## src/axi_reqrsp_pkg.sv

```systemverilog
package axi_reqrsp_pkg;

    // Bus widths, both sides carry the same data width
    localparam int ADDR_W = 32;
    localparam int DATA_W = 32;
    localparam int STRB_W = DATA_W / 8;
    localparam int ALIGN_W = $clog2(STRB_W);

    // AXI request attributes
    localparam int ID_W = 4;
    localparam int LEN_W = 8;
    localparam int SIZE_W = 3;

    // Metadata queues between the three stages
    localparam int QUEUE_DEPTH = 4;
    localparam int PTR_W = $clog2(QUEUE_DEPTH);

    // Request entry is {kind, addr, size, len, id}
    localparam int REQ_META_W = 1 + ADDR_W + SIZE_W + LEN_W + ID_W;

    // Response entry is {kind, last, id}
    localparam int RSP_META_W = 1 + 1 + ID_W;

    typedef enum logic {
        REQ_READ  = 1'b0,
        REQ_WRITE = 1'b1
    } req_kind_e;

    typedef enum logic [1:0] {
        RESP_OKAY   = 2'b00,
        RESP_DECERR = 2'b11
    } resp_e;

endpackage

```

## src/axi_req_arbiter.sv

```systemverilog
module axi_req_arbiter (
    input  logic                                  clk_i,
    input  logic                                  rst_ni,
    input  logic                                  aw_valid_i,
    output logic                                  aw_ready_o,
    input  logic [axi_reqrsp_pkg::ADDR_W-1:0]     aw_addr_i,
    input  logic [axi_reqrsp_pkg::SIZE_W-1:0]     aw_size_i,
    input  logic [axi_reqrsp_pkg::LEN_W-1:0]      aw_len_i,
    input  logic [axi_reqrsp_pkg::ID_W-1:0]       aw_id_i,
    input  logic                                  ar_valid_i,
    output logic                                  ar_ready_o,
    input  logic [axi_reqrsp_pkg::ADDR_W-1:0]     ar_addr_i,
    input  logic [axi_reqrsp_pkg::SIZE_W-1:0]     ar_size_i,
    input  logic [axi_reqrsp_pkg::LEN_W-1:0]      ar_len_i,
    input  logic [axi_reqrsp_pkg::ID_W-1:0]       ar_id_i,
    input  logic                                  queue_full_i,
    output logic                                  push_o,
    output logic [axi_reqrsp_pkg::REQ_META_W-1:0] entry_o
);

    // Round-robin flag, high when AR wins the next tie
    logic prefer_ar_q;
    logic sel_ar;
    axi_reqrsp_pkg::req_kind_e sel_kind;
    logic [axi_reqrsp_pkg::ADDR_W-1:0] sel_addr;
    logic [axi_reqrsp_pkg::ADDR_W-1:0] align_mask;
    logic [axi_reqrsp_pkg::SIZE_W-1:0] sel_size;
    logic [axi_reqrsp_pkg::LEN_W-1:0] sel_len;
    logic [axi_reqrsp_pkg::ID_W-1:0] sel_id;

    // The flag only matters when both channels compete
    assign sel_ar = (aw_valid_i && ar_valid_i) ? prefer_ar_q : ar_valid_i;

    assign sel_kind = sel_ar ? axi_reqrsp_pkg::REQ_READ : axi_reqrsp_pkg::REQ_WRITE;
    assign sel_addr = sel_ar ? ar_addr_i : aw_addr_i;
    assign sel_size = sel_ar ? ar_size_i : aw_size_i;
    assign sel_len = sel_ar ? ar_len_i : aw_len_i;
    assign sel_id = sel_ar ? ar_id_i : aw_id_i;

    // Clear the low address bits below the transfer size
    assign align_mask = {axi_reqrsp_pkg::ADDR_W{1'b1}} << sel_size;

    assign push_o = (aw_valid_i || ar_valid_i) && !queue_full_i;
    assign aw_ready_o = push_o && !sel_ar;
    assign ar_ready_o = push_o && sel_ar;

    assign entry_o = {sel_kind, sel_addr & align_mask, sel_size, sel_len, sel_id};

    always_ff @(posedge clk_i or negedge rst_ni) begin
        if (!rst_ni) begin
            prefer_ar_q <= 1'b0;
        end else if (push_o) begin
            // Hand the next tie to the channel that was not served
            prefer_ar_q <= !sel_ar;
        end
    end

    // A channel that loses the tie keeps its request up until it is served
    assert property (@(posedge clk_i) disable iff (!rst_ni)
        aw_valid_i && !aw_ready_o |=> aw_valid_i)
        else $error("axi_req_arbiter: aw_valid_i dropped before aw_ready_o");

    assert property (@(posedge clk_i) disable iff (!rst_ni)
        ar_valid_i && !ar_ready_o |=> ar_valid_i)
        else $error("axi_req_arbiter: ar_valid_i dropped before ar_ready_o");

endmodule

```

## src/axi_rsp_builder.sv

```systemverilog
module axi_rsp_builder (
    input  logic                                  clk_i,
    input  logic                                  rst_ni,
    input  logic [axi_reqrsp_pkg::RSP_META_W-1:0] rsp_entry_i,
    input  logic                                  rsp_empty_i,
    output logic                                  rsp_pop_o,
    input  logic                                  pvalid_i,
    output logic                                  pready_o,
    input  logic [axi_reqrsp_pkg::DATA_W-1:0]     pdata_i,
    input  logic                                  perror_i,
    output logic                                  r_valid_o,
    input  logic                                  r_ready_i,
    output logic [axi_reqrsp_pkg::DATA_W-1:0]     r_data_o,
    output logic [1:0]                            r_resp_o,
    output logic                                  r_last_o,
    output logic [axi_reqrsp_pkg::ID_W-1:0]       r_id_o,
    output logic                                  b_valid_o,
    input  logic                                  b_ready_i,
    output logic [1:0]                            b_resp_o,
    output logic [axi_reqrsp_pkg::ID_W-1:0]       b_id_o
);

    axi_reqrsp_pkg::req_kind_e head_kind;
    logic head_last;
    logic [axi_reqrsp_pkg::ID_W-1:0] head_id;
    logic is_write;
    logic err_q;
    logic burst_err;

    assign head_kind = axi_reqrsp_pkg::req_kind_e'(rsp_entry_i[axi_reqrsp_pkg::RSP_META_W-1]);
    assign {head_last, head_id} = rsp_entry_i[axi_reqrsp_pkg::RSP_META_W-2:0];
    assign is_write = (head_kind == axi_reqrsp_pkg::REQ_WRITE);

    // Error seen so far in the write burst, including the current beat
    assign burst_err = err_q || perror_i;

    // Reads pass straight through, writes only surface on their last beat
    assign r_valid_o = !rsp_empty_i && !is_write && pvalid_i;
    assign b_valid_o = !rsp_empty_i && is_write && head_last && pvalid_i;

    assign r_data_o = pdata_i;
    assign r_resp_o = perror_i ? axi_reqrsp_pkg::RESP_DECERR : axi_reqrsp_pkg::RESP_OKAY;
    assign r_last_o = head_last;
    assign r_id_o = head_id;

    assign b_resp_o = burst_err ? axi_reqrsp_pkg::RESP_DECERR : axi_reqrsp_pkg::RESP_OKAY;
    assign b_id_o = head_id;

    // Intermediate write beats are absorbed without waiting on the AXI side
    always_comb begin
        pready_o = 1'b0;
        if (!rsp_empty_i) begin
            if (!is_write) begin
                pready_o = r_ready_i;
            end else if (head_last) begin
                pready_o = b_ready_i;
            end else begin
                pready_o = 1'b1;
            end
        end
    end

    assign rsp_pop_o = pvalid_i && pready_o;

    always_ff @(posedge clk_i or negedge rst_ni) begin
        if (!rst_ni) begin
            err_q <= 1'b0;
        end else if (rsp_pop_o && is_write) begin
            // The B transfer closes the burst and starts the next one clean
            err_q <= head_last ? 1'b0 : burst_err;
        end
    end

    assert property (@(posedge clk_i) disable iff (!rst_ni) pvalid_i |-> !rsp_empty_i)
        else $error("axi_rsp_builder: response arrived with no queued entry");

endmodule

```

## src/axi_to_reqrsp.sv

```systemverilog
module axi_to_reqrsp (
    input  logic                              clk_i,
    input  logic                              rst_ni,
    // AXI write address
    input  logic                              aw_valid_i,
    output logic                              aw_ready_o,
    input  logic [axi_reqrsp_pkg::ADDR_W-1:0] aw_addr_i,
    input  logic [axi_reqrsp_pkg::SIZE_W-1:0] aw_size_i,
    input  logic [axi_reqrsp_pkg::LEN_W-1:0]  aw_len_i,
    input  logic [axi_reqrsp_pkg::ID_W-1:0]   aw_id_i,
    // AXI read address
    input  logic                              ar_valid_i,
    output logic                              ar_ready_o,
    input  logic [axi_reqrsp_pkg::ADDR_W-1:0] ar_addr_i,
    input  logic [axi_reqrsp_pkg::SIZE_W-1:0] ar_size_i,
    input  logic [axi_reqrsp_pkg::LEN_W-1:0]  ar_len_i,
    input  logic [axi_reqrsp_pkg::ID_W-1:0]   ar_id_i,
    // AXI write data
    input  logic                              w_valid_i,
    output logic                              w_ready_o,
    input  logic [axi_reqrsp_pkg::DATA_W-1:0] w_data_i,
    input  logic [axi_reqrsp_pkg::STRB_W-1:0] w_strb_i,
    input  logic                              w_last_i,
    // AXI read data
    output logic                              r_valid_o,
    input  logic                              r_ready_i,
    output logic [axi_reqrsp_pkg::DATA_W-1:0] r_data_o,
    output logic [1:0]                        r_resp_o,
    output logic                              r_last_o,
    output logic [axi_reqrsp_pkg::ID_W-1:0]   r_id_o,
    // AXI write response
    output logic                              b_valid_o,
    input  logic                              b_ready_i,
    output logic [1:0]                        b_resp_o,
    output logic [axi_reqrsp_pkg::ID_W-1:0]   b_id_o,
    // REQRSP request
    output logic                              qvalid_o,
    input  logic                              qready_i,
    output logic [axi_reqrsp_pkg::ADDR_W-1:0] qaddr_o,
    output logic                              qwrite_o,
    output logic [axi_reqrsp_pkg::DATA_W-1:0] qdata_o,
    output logic [axi_reqrsp_pkg::STRB_W-1:0] qstrb_o,
    // REQRSP response
    input  logic                              pvalid_i,
    output logic                              pready_o,
    input  logic [axi_reqrsp_pkg::DATA_W-1:0] pdata_i,
    input  logic                              perror_i
);

    logic req_push;
    logic req_pop;
    logic req_full;
    logic req_empty;
    logic [axi_reqrsp_pkg::REQ_META_W-1:0] req_in;
    logic [axi_reqrsp_pkg::REQ_META_W-1:0] req_out;

    logic rsp_push;
    logic rsp_pop;
    logic rsp_full;
    logic rsp_empty;
    logic [axi_reqrsp_pkg::RSP_META_W-1:0] rsp_in;
    logic [axi_reqrsp_pkg::RSP_META_W-1:0] rsp_out;

    axi_req_arbiter u_arbiter (
        .clk_i        (clk_i),
        .rst_ni       (rst_ni),
        .aw_valid_i   (aw_valid_i),
        .aw_ready_o   (aw_ready_o),
        .aw_addr_i    (aw_addr_i),
        .aw_size_i    (aw_size_i),
        .aw_len_i     (aw_len_i),
        .aw_id_i      (aw_id_i),
        .ar_valid_i   (ar_valid_i),
        .ar_ready_o   (ar_ready_o),
        .ar_addr_i    (ar_addr_i),
        .ar_size_i    (ar_size_i),
        .ar_len_i     (ar_len_i),
        .ar_id_i      (ar_id_i),
        .queue_full_i (req_full),
        .push_o       (req_push),
        .entry_o      (req_in)
    );

    meta_fifo #(
        .WIDTH (axi_reqrsp_pkg::REQ_META_W)
    ) u_req_queue (
        .clk_i   (clk_i),
        .rst_ni  (rst_ni),
        .push_i  (req_push),
        .data_i  (req_in),
        .pop_i   (req_pop),
        .data_o  (req_out),
        .full_o  (req_full),
        .empty_o (req_empty)
    );

    reqrsp_issuer u_issuer (
        .clk_i       (clk_i),
        .rst_ni      (rst_ni),
        .req_entry_i (req_out),
        .req_empty_i (req_empty),
        .req_pop_o   (req_pop),
        .w_valid_i   (w_valid_i),
        .w_ready_o   (w_ready_o),
        .w_data_i    (w_data_i),
        .w_strb_i    (w_strb_i),
        .w_last_i    (w_last_i),
        .rsp_full_i  (rsp_full),
        .rsp_push_o  (rsp_push),
        .rsp_entry_o (rsp_in),
        .qvalid_o    (qvalid_o),
        .qready_i    (qready_i),
        .qaddr_o     (qaddr_o),
        .qwrite_o    (qwrite_o),
        .qdata_o     (qdata_o),
        .qstrb_o     (qstrb_o)
    );

    meta_fifo #(
        .WIDTH (axi_reqrsp_pkg::RSP_META_W)
    ) u_rsp_queue (
        .clk_i   (clk_i),
        .rst_ni  (rst_ni),
        .push_i  (rsp_push),
        .data_i  (rsp_in),
        .pop_i   (rsp_pop),
        .data_o  (rsp_out),
        .full_o  (rsp_full),
        .empty_o (rsp_empty)
    );

    axi_rsp_builder u_builder (
        .clk_i       (clk_i),
        .rst_ni      (rst_ni),
        .rsp_entry_i (rsp_out),
        .rsp_empty_i (rsp_empty),
        .rsp_pop_o   (rsp_pop),
        .pvalid_i    (pvalid_i),
        .pready_o    (pready_o),
        .pdata_i     (pdata_i),
        .perror_i    (perror_i),
        .r_valid_o   (r_valid_o),
        .r_ready_i   (r_ready_i),
        .r_data_o    (r_data_o),
        .r_resp_o    (r_resp_o),
        .r_last_o    (r_last_o),
        .r_id_o      (r_id_o),
        .b_valid_o   (b_valid_o),
        .b_ready_i   (b_ready_i),
        .b_resp_o    (b_resp_o),
        .b_id_o      (b_id_o)
    );

endmodule

```

## src/meta_fifo.sv

```systemverilog
module meta_fifo #(
    parameter int WIDTH = 8
) (
    input  logic             clk_i,
    input  logic             rst_ni,
    input  logic             push_i,
    input  logic [WIDTH-1:0] data_i,
    input  logic             pop_i,
    output logic [WIDTH-1:0] data_o,
    output logic             full_o,
    output logic             empty_o
);

    logic [WIDTH-1:0] mem [axi_reqrsp_pkg::QUEUE_DEPTH];
    logic [axi_reqrsp_pkg::PTR_W-1:0] wr_ptr_q;
    logic [axi_reqrsp_pkg::PTR_W-1:0] rd_ptr_q;
    logic [axi_reqrsp_pkg::PTR_W:0] count_q;

    assign full_o = (count_q == axi_reqrsp_pkg::QUEUE_DEPTH);
    assign empty_o = (count_q == 0);
    assign data_o = mem[rd_ptr_q];

    always_ff @(posedge clk_i or negedge rst_ni) begin
        if (!rst_ni) begin
            wr_ptr_q <= '0;
            rd_ptr_q <= '0;
            count_q <= '0;
        end else begin
            if (push_i) begin
                wr_ptr_q <= (wr_ptr_q == axi_reqrsp_pkg::QUEUE_DEPTH - 1) ? '0 : wr_ptr_q + 1'b1;
            end
            if (pop_i) begin
                rd_ptr_q <= (rd_ptr_q == axi_reqrsp_pkg::QUEUE_DEPTH - 1) ? '0 : rd_ptr_q + 1'b1;
            end
            // A simultaneous push and pop leaves the fill level unchanged
            if (push_i && !pop_i) begin
                count_q <= count_q + 1'b1;
            end else if (pop_i && !push_i) begin
                count_q <= count_q - 1'b1;
            end
        end
    end

    always_ff @(posedge clk_i) begin
        if (push_i) begin
            mem[wr_ptr_q] <= data_i;
        end
    end

    assert property (@(posedge clk_i) disable iff (!rst_ni) push_i |-> !full_o)
        else $error("meta_fifo: push while full");

    assert property (@(posedge clk_i) disable iff (!rst_ni) pop_i |-> !empty_o)
        else $error("meta_fifo: pop while empty");

endmodule

```

## src/reqrsp_issuer.sv

```systemverilog
module reqrsp_issuer (
    input  logic                                  clk_i,
    input  logic                                  rst_ni,
    input  logic [axi_reqrsp_pkg::REQ_META_W-1:0] req_entry_i,
    input  logic                                  req_empty_i,
    output logic                                  req_pop_o,
    input  logic                                  w_valid_i,
    output logic                                  w_ready_o,
    input  logic [axi_reqrsp_pkg::DATA_W-1:0]     w_data_i,
    input  logic [axi_reqrsp_pkg::STRB_W-1:0]     w_strb_i,
    input  logic                                  w_last_i,
    input  logic                                  rsp_full_i,
    output logic                                  rsp_push_o,
    output logic [axi_reqrsp_pkg::RSP_META_W-1:0] rsp_entry_o,
    output logic                                  qvalid_o,
    input  logic                                  qready_i,
    output logic [axi_reqrsp_pkg::ADDR_W-1:0]     qaddr_o,
    output logic                                  qwrite_o,
    output logic [axi_reqrsp_pkg::DATA_W-1:0]     qdata_o,
    output logic [axi_reqrsp_pkg::STRB_W-1:0]     qstrb_o
);

    axi_reqrsp_pkg::req_kind_e head_kind;
    logic [axi_reqrsp_pkg::ADDR_W-1:0] head_addr;
    logic [axi_reqrsp_pkg::SIZE_W-1:0] head_size;
    logic [axi_reqrsp_pkg::LEN_W-1:0] head_len;
    logic [axi_reqrsp_pkg::ID_W-1:0] head_id;

    logic [axi_reqrsp_pkg::LEN_W-1:0] beat_q;
    logic [axi_reqrsp_pkg::ADDR_W-1:0] addr_q;
    logic [axi_reqrsp_pkg::ADDR_W-1:0] cur_addr;
    logic [axi_reqrsp_pkg::ADDR_W-1:0] addr_step;
    logic [axi_reqrsp_pkg::STRB_W-1:0] size_mask;
    logic [axi_reqrsp_pkg::STRB_W-1:0] byte_mask;
    logic is_write;
    logic is_last;
    logic handshake;

    assign head_kind = axi_reqrsp_pkg::req_kind_e'(req_entry_i[axi_reqrsp_pkg::REQ_META_W-1]);
    assign {head_addr, head_size, head_len, head_id} =
        req_entry_i[axi_reqrsp_pkg::REQ_META_W-2:0];

    assign is_write = (head_kind == axi_reqrsp_pkg::REQ_WRITE);

    // The first beat of a burst takes its address straight from the queue head
    assign cur_addr = (beat_q == '0) ? head_addr : addr_q;
    assign is_last = (beat_q == head_len);
    assign addr_step = {{(axi_reqrsp_pkg::ADDR_W-1){1'b0}}, 1'b1} << head_size;

    // Lower 2^size bytes set, then moved to the byte offset of the beat
    assign size_mask = ~({axi_reqrsp_pkg::STRB_W{1'b1}} << (1 << head_size));
    assign byte_mask = size_mask << cur_addr[axi_reqrsp_pkg::ALIGN_W-1:0];

    // A write beat waits for its W data, a read needs only the queues
    assign qvalid_o = !req_empty_i && !rsp_full_i && (!is_write || w_valid_i);
    assign handshake = qvalid_o && qready_i;

    assign qaddr_o = cur_addr;
    assign qwrite_o = is_write;
    assign qdata_o = w_data_i;
    assign qstrb_o = is_write ? (w_strb_i & byte_mask) : byte_mask;

    assign w_ready_o = handshake && is_write;
    assign req_pop_o = handshake && is_last;

    // Every REQRSP request gets exactly one response entry
    assign rsp_push_o = handshake;
    assign rsp_entry_o = {head_kind, is_last, head_id};

    always_ff @(posedge clk_i or negedge rst_ni) begin
        if (!rst_ni) begin
            beat_q <= '0;
            addr_q <= '0;
        end else if (handshake) begin
            if (is_last) begin
                beat_q <= '0;
            end else begin
                beat_q <= beat_q + 1'b1;
                addr_q <= cur_addr + addr_step;
            end
        end
    end

    // Request and its payload hold steady while the memory side stalls
    assert property (@(posedge clk_i) disable iff (!rst_ni)
        qvalid_o && !qready_i |=> qvalid_o && $stable(qaddr_o) && $stable(qstrb_o))
        else $error("reqrsp_issuer: request dropped before qready_i");

    // The burst length from AW has to agree with the master's W last flag
    assert property (@(posedge clk_i) disable iff (!rst_ni)
        w_valid_i && w_ready_o |-> (w_last_i == is_last))
        else $error("reqrsp_issuer: w_last_i does not match AWLEN");

endmodule

```

## config.mk

```make
export PLATFORM = sky130hd
export DESIGN_NAME = axi_to_reqrsp
export DESIGN_NICKNAME = d
export VERILOG_FILES = /design/src/axi_reqrsp_pkg.sv /design/src/axi_req_arbiter.sv /design/src/axi_rsp_builder.sv /design/src/axi_to_reqrsp.sv /design/src/meta_fifo.sv /design/src/reqrsp_issuer.sv
export SDC_FILE = /design/constraint.sdc
export NUM_CORES = 1
export LEC_CHECK = 0
export BUFFER_PORTS_ARGS = -buffer_cell sky130_fd_sc_hd__buf_2
export CAP_MARGIN = 25
export CORE_AREA = 2 2 197 199
export CTS_CLUSTER_DIAMETER = 200
export DETAILED_ROUTE_END_ITERATION = 10
export DIE_AREA = 0 0 199 201
export GPL_ROUTABILITY_DRIVEN = 0
export GPL_TIMING_DRIVEN = 1
export PLACE_DENSITY_LB_ADDON = 0.1
export SLEW_MARGIN = 5
export SYNTH_ARGS = -nofsm -noshare
export SYNTH_HDL_FRONTEND = slang
export SYNTH_SLANG_ARGS = --single-unit
```

## constraint.sdc

```tcl
create_clock -name clk_i -period 6.14 [get_ports clk_i]
set_clock_uncertainty 0.1 [all_clocks]
set_input_delay 0.614 -clock clk_i [delete_from_list [all_inputs] [get_ports clk_i]]
set_output_delay 0.614 -clock clk_i [all_outputs]
set_load 0.01 [all_outputs]
```

==> results.toml <==
[outcome]
outcome = "finished, final reports clean"

[critical_path]
worst_path_largest_cell_delay_ns = 0.69
crit_path_frequent_cell = "nand2_1"
critPathMaxFanout = 40
cp-end-kind = "flop"
cp_top_family = "buffers and inverters"
cp_num_buf_inv = 2
cp_slowest_cell = "buf_4"
cp.arrival_ns = 4.57
crit_required_ns = 6.48
path_class = "flop to flop"
crit_path_cell_trace = "buf_4 -> mux4_2 -> nand2_1 -> nand2_1 -> ha_1 -> nor2b_1 -> o31ai_1 -> a221oi_1 -> buf_4 -> nand2_1 -> nor4_1 -> xnor2_1 -> o21ai_0"
cp-start-kind = "flop"

[die]
core_um2 = 38100
start_util_pct = 34.6
fp.dieH_um = 201
rows = 72
die_x_um = 199
pin_count = 294
fp.dieArea_um2 = 40000

[global_route]
grt_usage_pct = 15.7
antenna_found_initial = 0
grt_pass1_wl_um = 47300
grt_overflow_total = 0
grt_pass1_vias = 7849
grt_start_max_net_pins = 57

[cells_and_area]
ff_latch_area_um2 = 7890
finalNetCount = 1239
stdcell_count = 1583
nFillCells = 3641
areaGrowthSynthToFinish_pct = 14.1
multi_input_area_um2 = 4440
final_common_cell = "edfxtp_1"
mostFrequentLayoutCells = "edfxtp_1, buf_2, nand2_1, dfrtp_1, mux2_2"
drive_gt1_share_pct = 30.8

[timing]
period_share_pct = 68.9
finalSetupViolCount = 0
rsz0062_at_grt = "false"
fmax_mhz = 237
fin_tns_setup_ns = 0
finalHoldViolations = 0
worst_pin_slew_ns = 0.950
period_needed_ns = 4.23
drv_slew = 0
slew_headroom_pct = 36.4

[synth]
ys.warnings.count = 0
synth_cell_types = 57
synth_seq_cells = 272
syn_area_per_cell_um2 = 14.0
yosysSeqAreaShare_pct = 59.9
synth_cells = 941
postSynth.asyncResetShare_pct = 20.6
syn-num-nets = 1139
synthesis.area_um2 = 13200
ys.flop_type = "edfxtp_1"
synth_edf_count = 216

[clock_network]
cts_buffer_depth = 3
clkSlewWorstSetupHoldPaths_ns = 0.06
cts_tree = "done"
numCtsBuffers = 30
cts.sinks = 272
htreeDepth = 1
cts_resized = 0
clk-insertion-delay-late_ns = 0.56
root_buffer = "clkbuf_16"
postCtsSetupBuffers = 0
cts_hold_buf = 0

[pwr]
p_int_mw = 4.53
clkPwrFrac_pct = 26.9
p_sw_share_pct = 32.3
ir_drop_uv = 236
power_frac_comb_pct = 29.6
p_sw_mw = 2.16
power_per_cell_area_nw_per_um2 = 445
pwr-share-seq_pct = 43.5
p_leak_nw = 5.67

[routing]
drt-total-wl_um = 31000
drt_pass1_iterations = 4
vias = 7611
wire_per_inst_um = 19.6
via_per_inst = 4.81
drtAntennaViolNets = 0
drc = 0
initialDrtViolationCount = 377

[run]
maxCapViolations = 0

[placed_design]
port_buffers = 164
hpwlAfterDp_um = 20400
dp_cells = 1526

[hold_path]
hp-class = "primary input to asynchronous set/reset pin"
==> worst reg2reg max path: cells and delay by family (launching register included) <==
family,cells,cell delay (ns)
buffers and inverters,2,0.96
and+or+nand+nor,5,0.76
adders and majority gates,1,0.35
xor gates and xnor gates,1,0.15
muxes,1,0.61
AOI/OAI and AO/OA,3,0.55
DFF,1,0.64
==> registers in the layout, indices dropped and copies added, names as in the netlist <==
register,cells
u_arbiter.prefer_ar_q,1
u_builder.err_q,1
u_issuer.addr_q,32
u_issuer.beat_q,8
u_req_queue.count_q,3
u_req_queue.mem,192
u_req_queue.rd_ptr_q,2
u_req_queue.wr_ptr_q,2
u_rsp_queue.count_q,3
u_rsp_queue.mem,24
u_rsp_queue.rd_ptr_q,2
u_rsp_queue.wr_ptr_q,2
==> area by class of cell <==
type / count / share of cell area, %
Clock buffer: 36 / 5.29
Sequential cell: 272 / 52.5
Tap cell: 518 / 4.31
Antenna cell: 1 / 0.0167
Inverter: 26 / 0.649
Timing Repair Buffer: 180 / 6.39
Multi-Input combinational cell: 531 / 29.6
Clock inverter: 19 / 1.28
==> kinds of logic (layout without fill, tap and decap cells) <==
kind of cell               after synthesis  count (layout)  synth area share (%)
AOI/OAI and AO/OA                       97              97                  4.41
xor gates and xnor gates                39              39                  2.59
adders and majority gates               25              25                  2.55
buffers and inverters                  138             261                  6.60
DFF                                    272             272                  59.9
muxes                                  121             121                  15.2
other                                    0               1                     0
and+or+nand+nor                        249             249                  8.72
==> routing by layer <==
metal  up-vias  wire (um)  track usage, %  share of wire (%)
li1       3619          -               -                  -
met1      3753      13500            20.7                 44
met2       160      14700            25.8                 47
met3        79       1400            2.27                4.5
met4         0       1370            7.06                4.4
met5         -          0               0                  0
==> worst paths after layout <==
path | start | to | slack (ns) | depth (start not counted)
setup / recovery | u_req_queue.rd_ptr_q[0] | u_issuer.addr_q[14] | 1.91 | 13
hold / removal | rst_ni | u_rsp_queue.count_q[1] | 0.17 | 2
setup reg to reg | u_req_queue.rd_ptr_q[0] | u_issuer.addr_q[14] | 1.91 | 13
hold reg to reg | u_issuer.addr_q[30] | u_issuer.addr_q[30] | 0.38 | 2
max in group asynchronous | rst_ni | u_req_queue.rd_ptr_q[0] | 5.15 | 2
min in group clk_i | ar_addr_i[22] | u_req_queue.mem[1][37] | 0.32 | 2
==> metrics by stage <==
stage                     worst slack (ns)  hold slack, ns  power [mW]  instance area [um2]  utilization (%)
after global placement                1.79           0.361        4.96                14000             36.8
after global routing                  1.53           0.230        7.12                15000             39.4
after floorplan                       1.64           0.218        4.28                13200                -
after detailed placement              1.80           0.374        4.98                14000             36.8
final                                 1.91           0.173        6.69                15000             39.4
after CTS                             1.80           0.197        6.80                15000             39.4
==> power groups by stage <==
| stage | sequential, mW | combinational [mW] | clock [mW] |
|---|---|---|---|
| 6_report | 2.91 | 1.98 | 1.80 |
| 5_1_grt | 2.97 | 2.23 | 1.92 |
| 4_1_cts | 2.92 | 2.03 | 1.85 |
| 3_5_place_dp | 2.95 | 2.02 | 0 |
| 3_3_place_gp | 2.94 | 2.01 | 0 |
| 2_1_floorplan | 2.86 | 1.42 | 0 |
==> cell usage after synthesis, types with 17 or more instances <==
cell type    n  area, um2
edfxtp_1   216       6490
nand2_1    130        488
buf_4       76        571
dfrtp_1     56       1400
mux2_2      51        574
o21ai_0     40        200
mux4_2      37        833
nor2_1      37        139
inv_1       25       93.8
xnor2_1     23        201
ha_1        22        275
nand3_1     20        100
clkbuf_1    17       63.8
(Power assumes the default switching activity.)
